**config.mk**
```make
export PLATFORM = sky130hd
export DESIGN_NAME = mips_core
export DESIGN_NICKNAME = d
export VERILOG_FILES = /design/src/verilog/mips_pkg.sv /design/src/verilog/mips_decoder.sv /design/src/verilog/mips_regfile.sv /design/src/verilog/mips_hazard_unit.sv /design/src/verilog/mips_alu.sv /design/src/verilog/mips_core.sv
export VERILOG_INCLUDE_DIRS = /design/src /design/src/verilog
export SDC_FILE = /design/constraint.sdc
export NUM_CORES = 2
export LEC_CHECK = 0
export BUFFER_PORTS_ARGS = -buffer_cell sky130_fd_sc_hd__buf_2
export CAP_MARGIN = 25
export CORE_MARGIN = 2
export CORE_UTILIZATION = 45
export CTS_BUF_LIST = sky130_fd_sc_hd__clkbuf_16
export DETAILED_ROUTE_END_ITERATION = 8
export MAX_ROUTING_LAYER = met4
export PLACE_DENSITY = 0.59
export SLEW_MARGIN = 20
export SYNTH_ARGS = -nofsm -noshare
export SYNTH_HDL_FRONTEND = slang
export SYNTH_SLANG_ARGS = --single-unit
```
**constraint.sdc**
```tcl
create_clock -name SYS_clk -period 56.1 [get_ports SYS_clk]
set_input_delay 11.22 -clock SYS_clk [delete_from_list [all_inputs] [get_ports SYS_clk]]
set_output_delay 11.22 -clock SYS_clk [all_outputs]
set_load 0.005 [all_outputs]
```
**src/verilog/mips_consts.svh**
```systemverilog
// MIPS core constants
// widths, reset PC, primary opcodes and R-type function codes
`ifndef MIPS_CONSTS_SVH
`define MIPS_CONSTS_SVH

`define MIPS_XLEN      32            // data and address width
`define MIPS_REG_AW    5             // register index width
`define MIPS_RESET_PC  32'h0040_0000 // first fetch address

`define MIPS_OP_RTYPE  6'h00
`define MIPS_OP_ADDI   6'h08
`define MIPS_OP_LW     6'h23
`define MIPS_OP_SW     6'h2b
`define MIPS_OP_BEQ    6'h04

`define MIPS_FN_ADD    6'h20
`define MIPS_FN_SUB    6'h22
`define MIPS_FN_AND    6'h24
`define MIPS_FN_OR     6'h25
`define MIPS_FN_SLT    6'h2a

`endif

```
**src/verilog/mips_pkg.sv**
```systemverilog
// MIPS core types
// control bundle, ALU and forwarding selects, pipeline stage registers
`include "mips_consts.svh"

package mips_pkg;

    typedef enum logic [2:0] {
        alu_add,
        alu_sub,
        alu_and,
        alu_or,
        alu_slt
    } alu_op_e;

    typedef struct packed {
        logic    reg_write;
        logic    mem_read;
        logic    mem_write;
        logic    mem_to_reg;  // write back load data
        logic    alu_src_imm; // operand b from immediate
        logic    branch;
        alu_op_e alu_op;
    } ctrl_t;

    typedef enum logic [1:0] {
        fwd_reg,     // value read in decode
        fwd_ex_mem,
        fwd_mem_wb
    } fwd_sel_e;

    typedef struct packed {
        ctrl_t                   ctrl;
        logic [`MIPS_XLEN-1:0]   pc_plus4;
        logic [`MIPS_XLEN-1:0]   rs_val;
        logic [`MIPS_XLEN-1:0]   rt_val;
        logic [`MIPS_REG_AW-1:0] rs_idx;
        logic [`MIPS_REG_AW-1:0] rt_idx;
        logic [`MIPS_REG_AW-1:0] rd_idx;
        logic [`MIPS_XLEN-1:0]   imm;
    } id_ex_t;

    typedef struct packed {
        ctrl_t                   ctrl;
        logic [`MIPS_XLEN-1:0]   alu_result;
        logic [`MIPS_XLEN-1:0]   store_data;
        logic [`MIPS_REG_AW-1:0] rd_idx;
    } ex_mem_t;

    typedef struct packed {
        ctrl_t                   ctrl;
        logic [`MIPS_XLEN-1:0]   alu_result;
        logic [`MIPS_XLEN-1:0]   load_data;
        logic [`MIPS_REG_AW-1:0] rd_idx;
    } mem_wb_t;

endpackage

```
**src/verilog/mips_decoder.sv**
```systemverilog
// Instruction decoder
// opcode/funct to control bits, register fields and sign-extended immediate
`timescale 1ns/100ps
`include "mips_consts.svh"

module mips_decoder (
    input  logic [`MIPS_XLEN-1:0]   instr,
    output mips_pkg::ctrl_t         ctrl,
    output logic [`MIPS_REG_AW-1:0] rs,
    output logic [`MIPS_REG_AW-1:0] rt,
    output logic [`MIPS_REG_AW-1:0] rd_dest,
    output logic [`MIPS_XLEN-1:0]   imm
);
    import mips_pkg::*;

    logic [5:0] opcode;
    logic [5:0] funct;

    assign opcode = instr[31:26];
    assign funct  = instr[5:0];
    assign rs     = instr[25:21];
    assign rt     = instr[20:16];
    assign imm    = {{(`MIPS_XLEN-16){instr[15]}}, instr[15:0]};

    always_comb
    begin
        ctrl    = '0;          // bubble unless recognised
        rd_dest = instr[20:16]; // I-type writes rt
        case (opcode)
            `MIPS_OP_RTYPE:
            begin
                rd_dest        = instr[15:11];
                ctrl.reg_write = 1'b1;
                case (funct)
                    `MIPS_FN_ADD: ctrl.alu_op = alu_add;
                    `MIPS_FN_SUB: ctrl.alu_op = alu_sub;
                    `MIPS_FN_AND: ctrl.alu_op = alu_and;
                    `MIPS_FN_OR:  ctrl.alu_op = alu_or;
                    `MIPS_FN_SLT: ctrl.alu_op = alu_slt;
                    default:      ctrl        = '0; // includes the all-zero nop
                endcase
            end
            `MIPS_OP_ADDI:
            begin
                ctrl.reg_write   = 1'b1;
                ctrl.alu_src_imm = 1'b1;
            end
            `MIPS_OP_LW:
            begin
                ctrl.reg_write   = 1'b1;
                ctrl.mem_read    = 1'b1;
                ctrl.mem_to_reg  = 1'b1;
                ctrl.alu_src_imm = 1'b1;
            end
            `MIPS_OP_SW:
            begin
                ctrl.mem_write   = 1'b1;
                ctrl.alu_src_imm = 1'b1;
            end
            `MIPS_OP_BEQ:
            begin
                ctrl.branch = 1'b1;
                ctrl.alu_op = alu_sub; // equal when difference is zero
            end
            default: ctrl = '0;
        endcase
    end

endmodule

```
**src/verilog/mips_regfile.sv**
```systemverilog
// Register file
// 32 words, two read ports with write-through, one write port, r0 fixed at zero
`timescale 1ns/100ps
`include "mips_consts.svh"

module mips_regfile (
    input  logic                    SYS_clk,
    input  logic                    SYS_reset,
    input  logic [`MIPS_REG_AW-1:0] rs_idx,
    input  logic [`MIPS_REG_AW-1:0] rt_idx,
    output logic [`MIPS_XLEN-1:0]   rs_val,
    output logic [`MIPS_XLEN-1:0]   rt_val,
    input  logic                    wr_en,
    input  logic [`MIPS_REG_AW-1:0] wr_idx,
    input  logic [`MIPS_XLEN-1:0]   wr_data
);
    logic [`MIPS_XLEN-1:0] regs [0:(1<<`MIPS_REG_AW)-1];
    logic                  wr_active;

    assign wr_active = wr_en && (wr_idx != '0); // r0 never written

    always_ff @(posedge SYS_clk or posedge SYS_reset)
    begin
        if (SYS_reset)
        begin
            for (int i = 0; i < (1 << `MIPS_REG_AW); i++)
                regs[i] <= '0;
        end
        else if (wr_active)
            regs[wr_idx] <= wr_data;
    end

    assign rs_val = (wr_active && wr_idx == rs_idx) ? wr_data : regs[rs_idx]; // bypass
    assign rt_val = (wr_active && wr_idx == rt_idx) ? wr_data : regs[rt_idx];

endmodule

```
**src/verilog/mips_hazard_unit.sv**
```systemverilog
// Hazard unit
// load-use stall detection and forwarding selects for the execute operands
`timescale 1ns/100ps
`include "mips_consts.svh"

module mips_hazard_unit (
    input  logic [`MIPS_REG_AW-1:0] id_rs,
    input  logic [`MIPS_REG_AW-1:0] id_rt,
    input  mips_pkg::id_ex_t        id_ex,
    input  mips_pkg::ex_mem_t       ex_mem,
    input  mips_pkg::mem_wb_t       mem_wb,
    output logic                    load_stall,
    output mips_pkg::fwd_sel_e      fwd_a,
    output mips_pkg::fwd_sel_e      fwd_b
);
    import mips_pkg::*;

    logic ex_mem_writes;
    logic mem_wb_writes;

    // younger writer wins and r0 is never forwarded
    function automatic fwd_sel_e pick_src(input logic [`MIPS_REG_AW-1:0] src);
        if (ex_mem_writes && ex_mem.rd_idx == src)
            return fwd_ex_mem;
        else if (mem_wb_writes && mem_wb.rd_idx == src)
            return fwd_mem_wb;
        return fwd_reg;
    endfunction

    assign ex_mem_writes = ex_mem.ctrl.reg_write && (ex_mem.rd_idx != '0);
    assign mem_wb_writes = mem_wb.ctrl.reg_write && (mem_wb.rd_idx != '0);

    // load in EX feeding the instruction in ID (rt checked even if unused)
    assign load_stall = id_ex.ctrl.mem_read
                     && (id_ex.rd_idx != '0)
                     && (id_ex.rd_idx == id_rs || id_ex.rd_idx == id_rt);

    always_comb
    begin
        fwd_a = pick_src(id_ex.rs_idx);
        fwd_b = pick_src(id_ex.rt_idx);
    end

endmodule

```
**src/verilog/mips_alu.sv**
```systemverilog
// Integer ALU
// add, sub, and, or, signed set-less-than; zero flag drives beq
`timescale 1ns/100ps
`include "mips_consts.svh"

module mips_alu (
    input  mips_pkg::alu_op_e     op,
    input  logic [`MIPS_XLEN-1:0] a,
    input  logic [`MIPS_XLEN-1:0] b,
    output logic [`MIPS_XLEN-1:0] result,
    output logic                  zero
);
    import mips_pkg::*;

    logic less;

    assign less = $signed(a) < $signed(b);

    always_comb
    begin
        case (op)
            alu_add: result = a + b;
            alu_sub: result = a - b;
            alu_and: result = a & b;
            alu_or:  result = a | b;
            alu_slt: result = {{(`MIPS_XLEN-1){1'b0}}, less};
            default: result = '0;
        endcase
    end

    assign zero = (result == '0); // a == b under alu_sub

endmodule

```
**src/verilog/mips_core.sv**
```systemverilog
// MIPS five-stage pipelined core
// fetch, decode, execute, memory, write-back with forwarding, load-use stall,
// beq resolved in execute and a Wishbone classic data master
`timescale 1ns/100ps
`include "mips_consts.svh"

module mips_core (
    input  logic                        SYS_clk,
    input  logic                        SYS_reset,
    output logic [`MIPS_XLEN-1:0]       imem_addr,
    input  logic [`MIPS_XLEN-1:0]       imem_data,
    output logic                        wb_cyc,
    output logic                        wb_stb,
    output logic                        wb_we,
    output logic [`MIPS_XLEN-1:0]       wb_adr,
    output logic [`MIPS_XLEN-1:0]       wb_dat_w,
    output logic [`MIPS_XLEN/8-1:0]     wb_sel,
    input  logic [`MIPS_XLEN-1:0]       wb_dat_r,
    input  logic                        wb_ack
);
    import mips_pkg::*;

    logic [`MIPS_XLEN-1:0]   pc;
    logic [`MIPS_XLEN-1:0]   pc_plus4;
    logic [`MIPS_XLEN-1:0]   if_id_instr;
    logic [`MIPS_XLEN-1:0]   if_id_pc4;
    ctrl_t                   dec_ctrl;
    logic [`MIPS_REG_AW-1:0] dec_rs;
    logic [`MIPS_REG_AW-1:0] dec_rt;
    logic [`MIPS_REG_AW-1:0] dec_rd;
    logic [`MIPS_XLEN-1:0]   dec_imm;
    logic [`MIPS_XLEN-1:0]   rf_rs_val;
    logic [`MIPS_XLEN-1:0]   rf_rt_val;
    id_ex_t                  id_ex;
    ex_mem_t                 ex_mem;
    mem_wb_t                 mem_wb;
    logic                    load_stall;
    fwd_sel_e                fwd_a;
    fwd_sel_e                fwd_b;
    logic [`MIPS_XLEN-1:0]   op_a;
    logic [`MIPS_XLEN-1:0]   op_b_reg;
    logic [`MIPS_XLEN-1:0]   alu_result;
    logic                    alu_zero;
    logic                    branch_taken;
    logic [`MIPS_XLEN-1:0]   branch_target;
    logic                    mem_access;
    logic                    mem_wait;
    logic [`MIPS_XLEN-1:0]   wb_data;

    function automatic logic [`MIPS_XLEN-1:0] fwd_mux(input fwd_sel_e sel,
                                                      input logic [`MIPS_XLEN-1:0] reg_val);
        case (sel)
            fwd_ex_mem: return ex_mem.alu_result;
            fwd_mem_wb: return wb_data;
            default:    return reg_val;
        endcase
    endfunction

    // fetch
    assign imem_addr = pc;
    assign pc_plus4  = pc + 32'd4;

    // the slave stalls everything until it acks
    assign mem_access = ex_mem.ctrl.mem_read || ex_mem.ctrl.mem_write;
    assign mem_wait   = mem_access && !wb_ack;

    always_ff @(posedge SYS_clk or posedge SYS_reset)
    begin
        if (SYS_reset)
        begin
            pc          <= `MIPS_RESET_PC;
            if_id_instr <= '0;
            if_id_pc4   <= '0;
        end
        else if (!mem_wait)
        begin
            if (branch_taken)
            begin
                pc          <= branch_target;
                if_id_instr <= '0; // flush wrong-path fetch
            end
            else if (!load_stall)
            begin
                pc          <= pc_plus4;
                if_id_instr <= imem_data;
                if_id_pc4   <= pc_plus4;
            end
        end
    end

    // decode
    mips_decoder u_decoder (
        .instr   (if_id_instr),
        .ctrl    (dec_ctrl),
        .rs      (dec_rs),
        .rt      (dec_rt),
        .rd_dest (dec_rd),
        .imm     (dec_imm)
    );

    mips_regfile u_regfile (
        .SYS_clk   (SYS_clk),
        .SYS_reset (SYS_reset),
        .rs_idx    (dec_rs),
        .rt_idx    (dec_rt),
        .rs_val    (rf_rs_val),
        .rt_val    (rf_rt_val),
        .wr_en     (mem_wb.ctrl.reg_write),
        .wr_idx    (mem_wb.rd_idx),
        .wr_data   (wb_data)
    );

    mips_hazard_unit u_hazard_unit (
        .id_rs      (dec_rs),
        .id_rt      (dec_rt),
        .id_ex      (id_ex),
        .ex_mem     (ex_mem),
        .mem_wb     (mem_wb),
        .load_stall (load_stall),
        .fwd_a      (fwd_a),
        .fwd_b      (fwd_b)
    );

    always_ff @(posedge SYS_clk or posedge SYS_reset)
    begin
        if (SYS_reset)
            id_ex <= '0;
        else if (!mem_wait)
        begin
            if (branch_taken || load_stall)
                id_ex <= '0; // bubble
            else
                id_ex <= '{ctrl: dec_ctrl, pc_plus4: if_id_pc4,
                           rs_val: rf_rs_val, rt_val: rf_rt_val,
                           rs_idx: dec_rs, rt_idx: dec_rt, rd_idx: dec_rd,
                           imm: dec_imm};
        end
    end

    // execute
    always_comb
    begin
        op_a     = fwd_mux(fwd_a, id_ex.rs_val);
        op_b_reg = fwd_mux(fwd_b, id_ex.rt_val); // also the store data
    end

    mips_alu u_alu (
        .op     (id_ex.ctrl.alu_op),
        .a      (op_a),
        .b      (id_ex.ctrl.alu_src_imm ? id_ex.imm : op_b_reg),
        .result (alu_result),
        .zero   (alu_zero)
    );

    assign branch_taken  = id_ex.ctrl.branch && alu_zero;
    assign branch_target = id_ex.pc_plus4 + {id_ex.imm[`MIPS_XLEN-3:0], 2'b00};

    always_ff @(posedge SYS_clk or posedge SYS_reset)
    begin
        if (SYS_reset)
            ex_mem <= '0;
        else if (!mem_wait)
            ex_mem <= '{ctrl: id_ex.ctrl, alu_result: alu_result,
                        store_data: op_b_reg, rd_idx: id_ex.rd_idx};
    end

    // memory stage request held while frozen
    assign wb_cyc   = mem_access;
    assign wb_stb   = mem_access;
    assign wb_we    = ex_mem.ctrl.mem_write;
    assign wb_adr   = ex_mem.alu_result;
    assign wb_dat_w = ex_mem.store_data;
    assign wb_sel   = '1;

    always_ff @(posedge SYS_clk or posedge SYS_reset)
    begin
        if (SYS_reset)
            mem_wb <= '0;
        else if (!mem_wait)
            mem_wb <= '{ctrl: ex_mem.ctrl, alu_result: ex_mem.alu_result,
                        load_data: wb_dat_r, rd_idx: ex_mem.rd_idx}; // load data taken with ack
    end

    // write-back
    assign wb_data = mem_wb.ctrl.mem_to_reg ? mem_wb.load_data : mem_wb.alu_result;

endmodule

```
==> results.ini <==
[sta]
worstMarginPinSlew_ps = 1139
setup_viol = 0
period_share = 0.2590
max_freq_mhz = 68.81
rsz0062_at_grt = false
relSlewSlack = 0.2404
hold_viol_final = 0
slew_viol_final = 0
min_period_ps = 14530
skew_ps = 26.10
fin_setup_tns_ps = 0

[clock_tree]
cts_tree = yes
clock_latency_ps = 810
htree_num_levels = 4
postCtsSetupBuffers = 0
clk_pin_slew_ps = 60
numCtsBuffers = 153
cts_num_sinks = 1398
ctsResizeCount = 0
cts.path.max_buffers = 3
cts_root_buf = clkbuf_16
hold_buffers = 0

[synth]
yosys_register_bits = 1398
yosysTopAreaCell = dfrtp_1
yosys_most_used_dff = dfrtp_1
async_flop_share = 1.000
synth-xor-area-share = 0.01271
synth_top_family_by_area = multiplexers
synthCells = 7294
synth_mux_area_frac = 0.1983
yosysWarningCount = 0
syn-cell-area_um2 = 76470
synth-edff-count = 0
synthDistinctLibCells = 89
synth-compound-area-share = 0.1483
synth-adder-area-share = 0.02140
synth_area_leaders = dfrtp_1 (46%), mux4_2 (19%), nand2_1 (5.6%)
synthSimpleGateAreaFrac = 0.1143
yosysSeqAreaShare = 0.4575
syn_avg_cell_area_um2 = 10.48
yosysTopAreaCellShare = 0.4571

[drt]
wl_um = 251300
route.met3.wl_um = 19720
ant_nets = 0
wl_met1_um = 103100
maxUsedRoutingLayer = met4
viasPerCell = 6.168
dr.pass1.iters = 6
route.met2.wl_um = 117500
vias = 57754
wl_per_cell_um = 26.84
drc = 0
drt_iter0_drc = 5747

[job]
maxCapViolations = 0

[critical_path]
end_kind = asynchronous set/reset pin
r2r_end = if_id_instr[24]$_DFFE_PP0P_
ff2ff_path_depth = 26
cp-start-kind = input port
ff2ff_setup_slack_ps = 45500
r2r_start = mem_wb[3]$_DFFE_PP0N_
cp.arrival_ps = 15500
critPathKind = input port to asynchronous set/reset pin
cp_max_fo = 116
cp_data_required_time_ps = 57070

[power_and_ir_drop]
peakVddDrop_uv = 35.79
leakage_nw = 36.37
powerDensity_nw_per_um2 = 31.01

[final_layout]
area_growth_pct = 10.09
layout.nets = 7216
drive_gt1_frac = 0.1841
fin_cells = 9364
fillers = 15099

[floorplanning]
start_util = 0.4523
rows = 151
die-height_um = 416.2
die-area_um2 = 173300
core_um2 = 169100
io_pins = 170
fp.dieW_um = 416.2

[global_route]
grt_pass1_wl_um = 378100
grt_pass1_vias = 56699
antenna_found_initial = 9
grt_usage = 0.3003
grt_max_degree = 169
grt_overflow = 0

[placed_design]
io_buffers = 165
gp_congestion = 0.9744
place_inst = 9071
hpwl_um = 158100

[run_status]
outcome = finished, final reports clean

[min_path]
hp-start = u_regfile.regs[1017]$_DFFE_PP0P_
whs_path_depth = 0
hold_path_end = u_regfile.regs[1017]$_DFFE_PP0P_
hold_class = register to register

[layer usage]
layer  track usage  up-vias
met5             -        -
met4        0.1217        0
met3       0.05523      521
met2        0.4572     2266
met1        0.3992    29356
li1              -    25611
[worst max-delay path by stage]
stage / slack, ps / depth (start not counted) / startpoint / to
detailed placement: 39590 / 7 / SYS_reset / u_regfile.regs[870]$_DFFE_PP0P_
global placement: 39660 / 7 / SYS_reset / u_regfile.regs[870]$_DFFE_PP0P_
global route: 41050 / 9 / SYS_reset / u_regfile.regs[838]$_DFFE_PP0P_
CTS: 40440 / 7 / SYS_reset / u_regfile.regs[166]$_DFFE_PP0P_
floorplan: 5460 / 1 / SYS_reset / ex_mem[0]$_DFFE_PP0N_
finish: 41570 / 9 / SYS_reset / u_regfile.regs[166]$_DFFE_PP0P_
[cells by family after synthesis]
logic type	count (synthesis)
other	1
AOI/OAI and AO/OA	1936
muxes	711
DFF	1398
buffers and inverters	878
xor gates and xnor gates	111
adders and majority gates	129
and+or+nand+nor	2130
[cell usage after synthesis, drive strengths merged, types with 76 or more instances]
library cell,count
dfrtp,1397
nand2,1134
o21ai,829
nor2,690
mux4,641
clkbuf,594
a21oi,592
buf,164
a22o,153
ha,126
inv,119
a211oi,105
nor2b,85
xnor2,76
[area by class of cell]
type / instances / area, um2 / share of cell area
clock buffers: 159 / 3979 / 0.04726
repair buffers: 326 / 2643 / 0.03139
flip-flops and latches: 1398 / 35030 / 0.4161
multi-input cells: 5021 / 38490 / 0.4571
inverters: 120 / 457.9 / 0.005439
clock inverters: 120 / 815.8 / 0.009690
well taps: 2218 / 2775 / 0.03296
diodes: 2 / 5.005 / 0.00005945
[critical path: stages]
cell	delay (ps)
buf_2	130
inv_8	520
buf_4	720
buf_4	750
buf_4	390
buf_16	320
buf_4	460
buf_4	410
buf_16	290
[state kept, by name, summed over array words and instances, names as in the netlist]
register	flops
ex_mem	7
mem_wb	71
imem_addr	32
id_ex	135
wb_dat_w	32
u_regfile.regs	1024
if_id_pc4	32
if_id_instr	32
wb_adr	32
wb_we	1
[cell usage in the layout, fill, tap and decap left out, types with 24 or more instances in the layout]
cell       Yosys  routed
xor2_1        35      35
o21a_1        34      34
buf_16         0      24
clkbuf_16      0     159
nor2_1       690     677
clkinv_2       0      26
inv_1        118     151
clkinv_1       1      38
nor3_1        40      40
dfrtp_1     1397    1385
buf_2         24     169
xnor2_1       76      76
mux4_2       641     641
a211oi_1     105     104
nand3_1       48      48
buf_4         76     118
ha_1         126     126
a21oi_1      590     589
mux2_2        24      24
nor2b_1       85      84
a22o_1       153     153
o21ai_0      828     828
nand2_1     1133    1118
[where the power goes]
| group | internal [mW] | switching [mW] | leakage, nW |
|---|---|---|---|
| Clock | 0.553 | 0.429 | 2.49 |
| Sequential | 1.08 | 0.0791 | 19.0 |
| Combinational | 0.192 | 0.282 | 14.9 |
[stage by stage]
stage          worst slack [ps]  instance area (um2)    util  power (mW)  hold slack (ps)
2_1_floorplan              5461                76480       -       1.477            438.0
3_5_place_dp              39590                79100  0.4678       1.638            383.6
3_3_place_gp              39660                78480  0.4641       1.619            376.3
6_report                  41570                84190  0.4979       2.611            391.3
5_1_grt                   41050                84190  0.4979       2.717            408.3
4_1_cts                   40440                83890  0.4961       2.621            397.3
(Power assumes the default switching activity.)
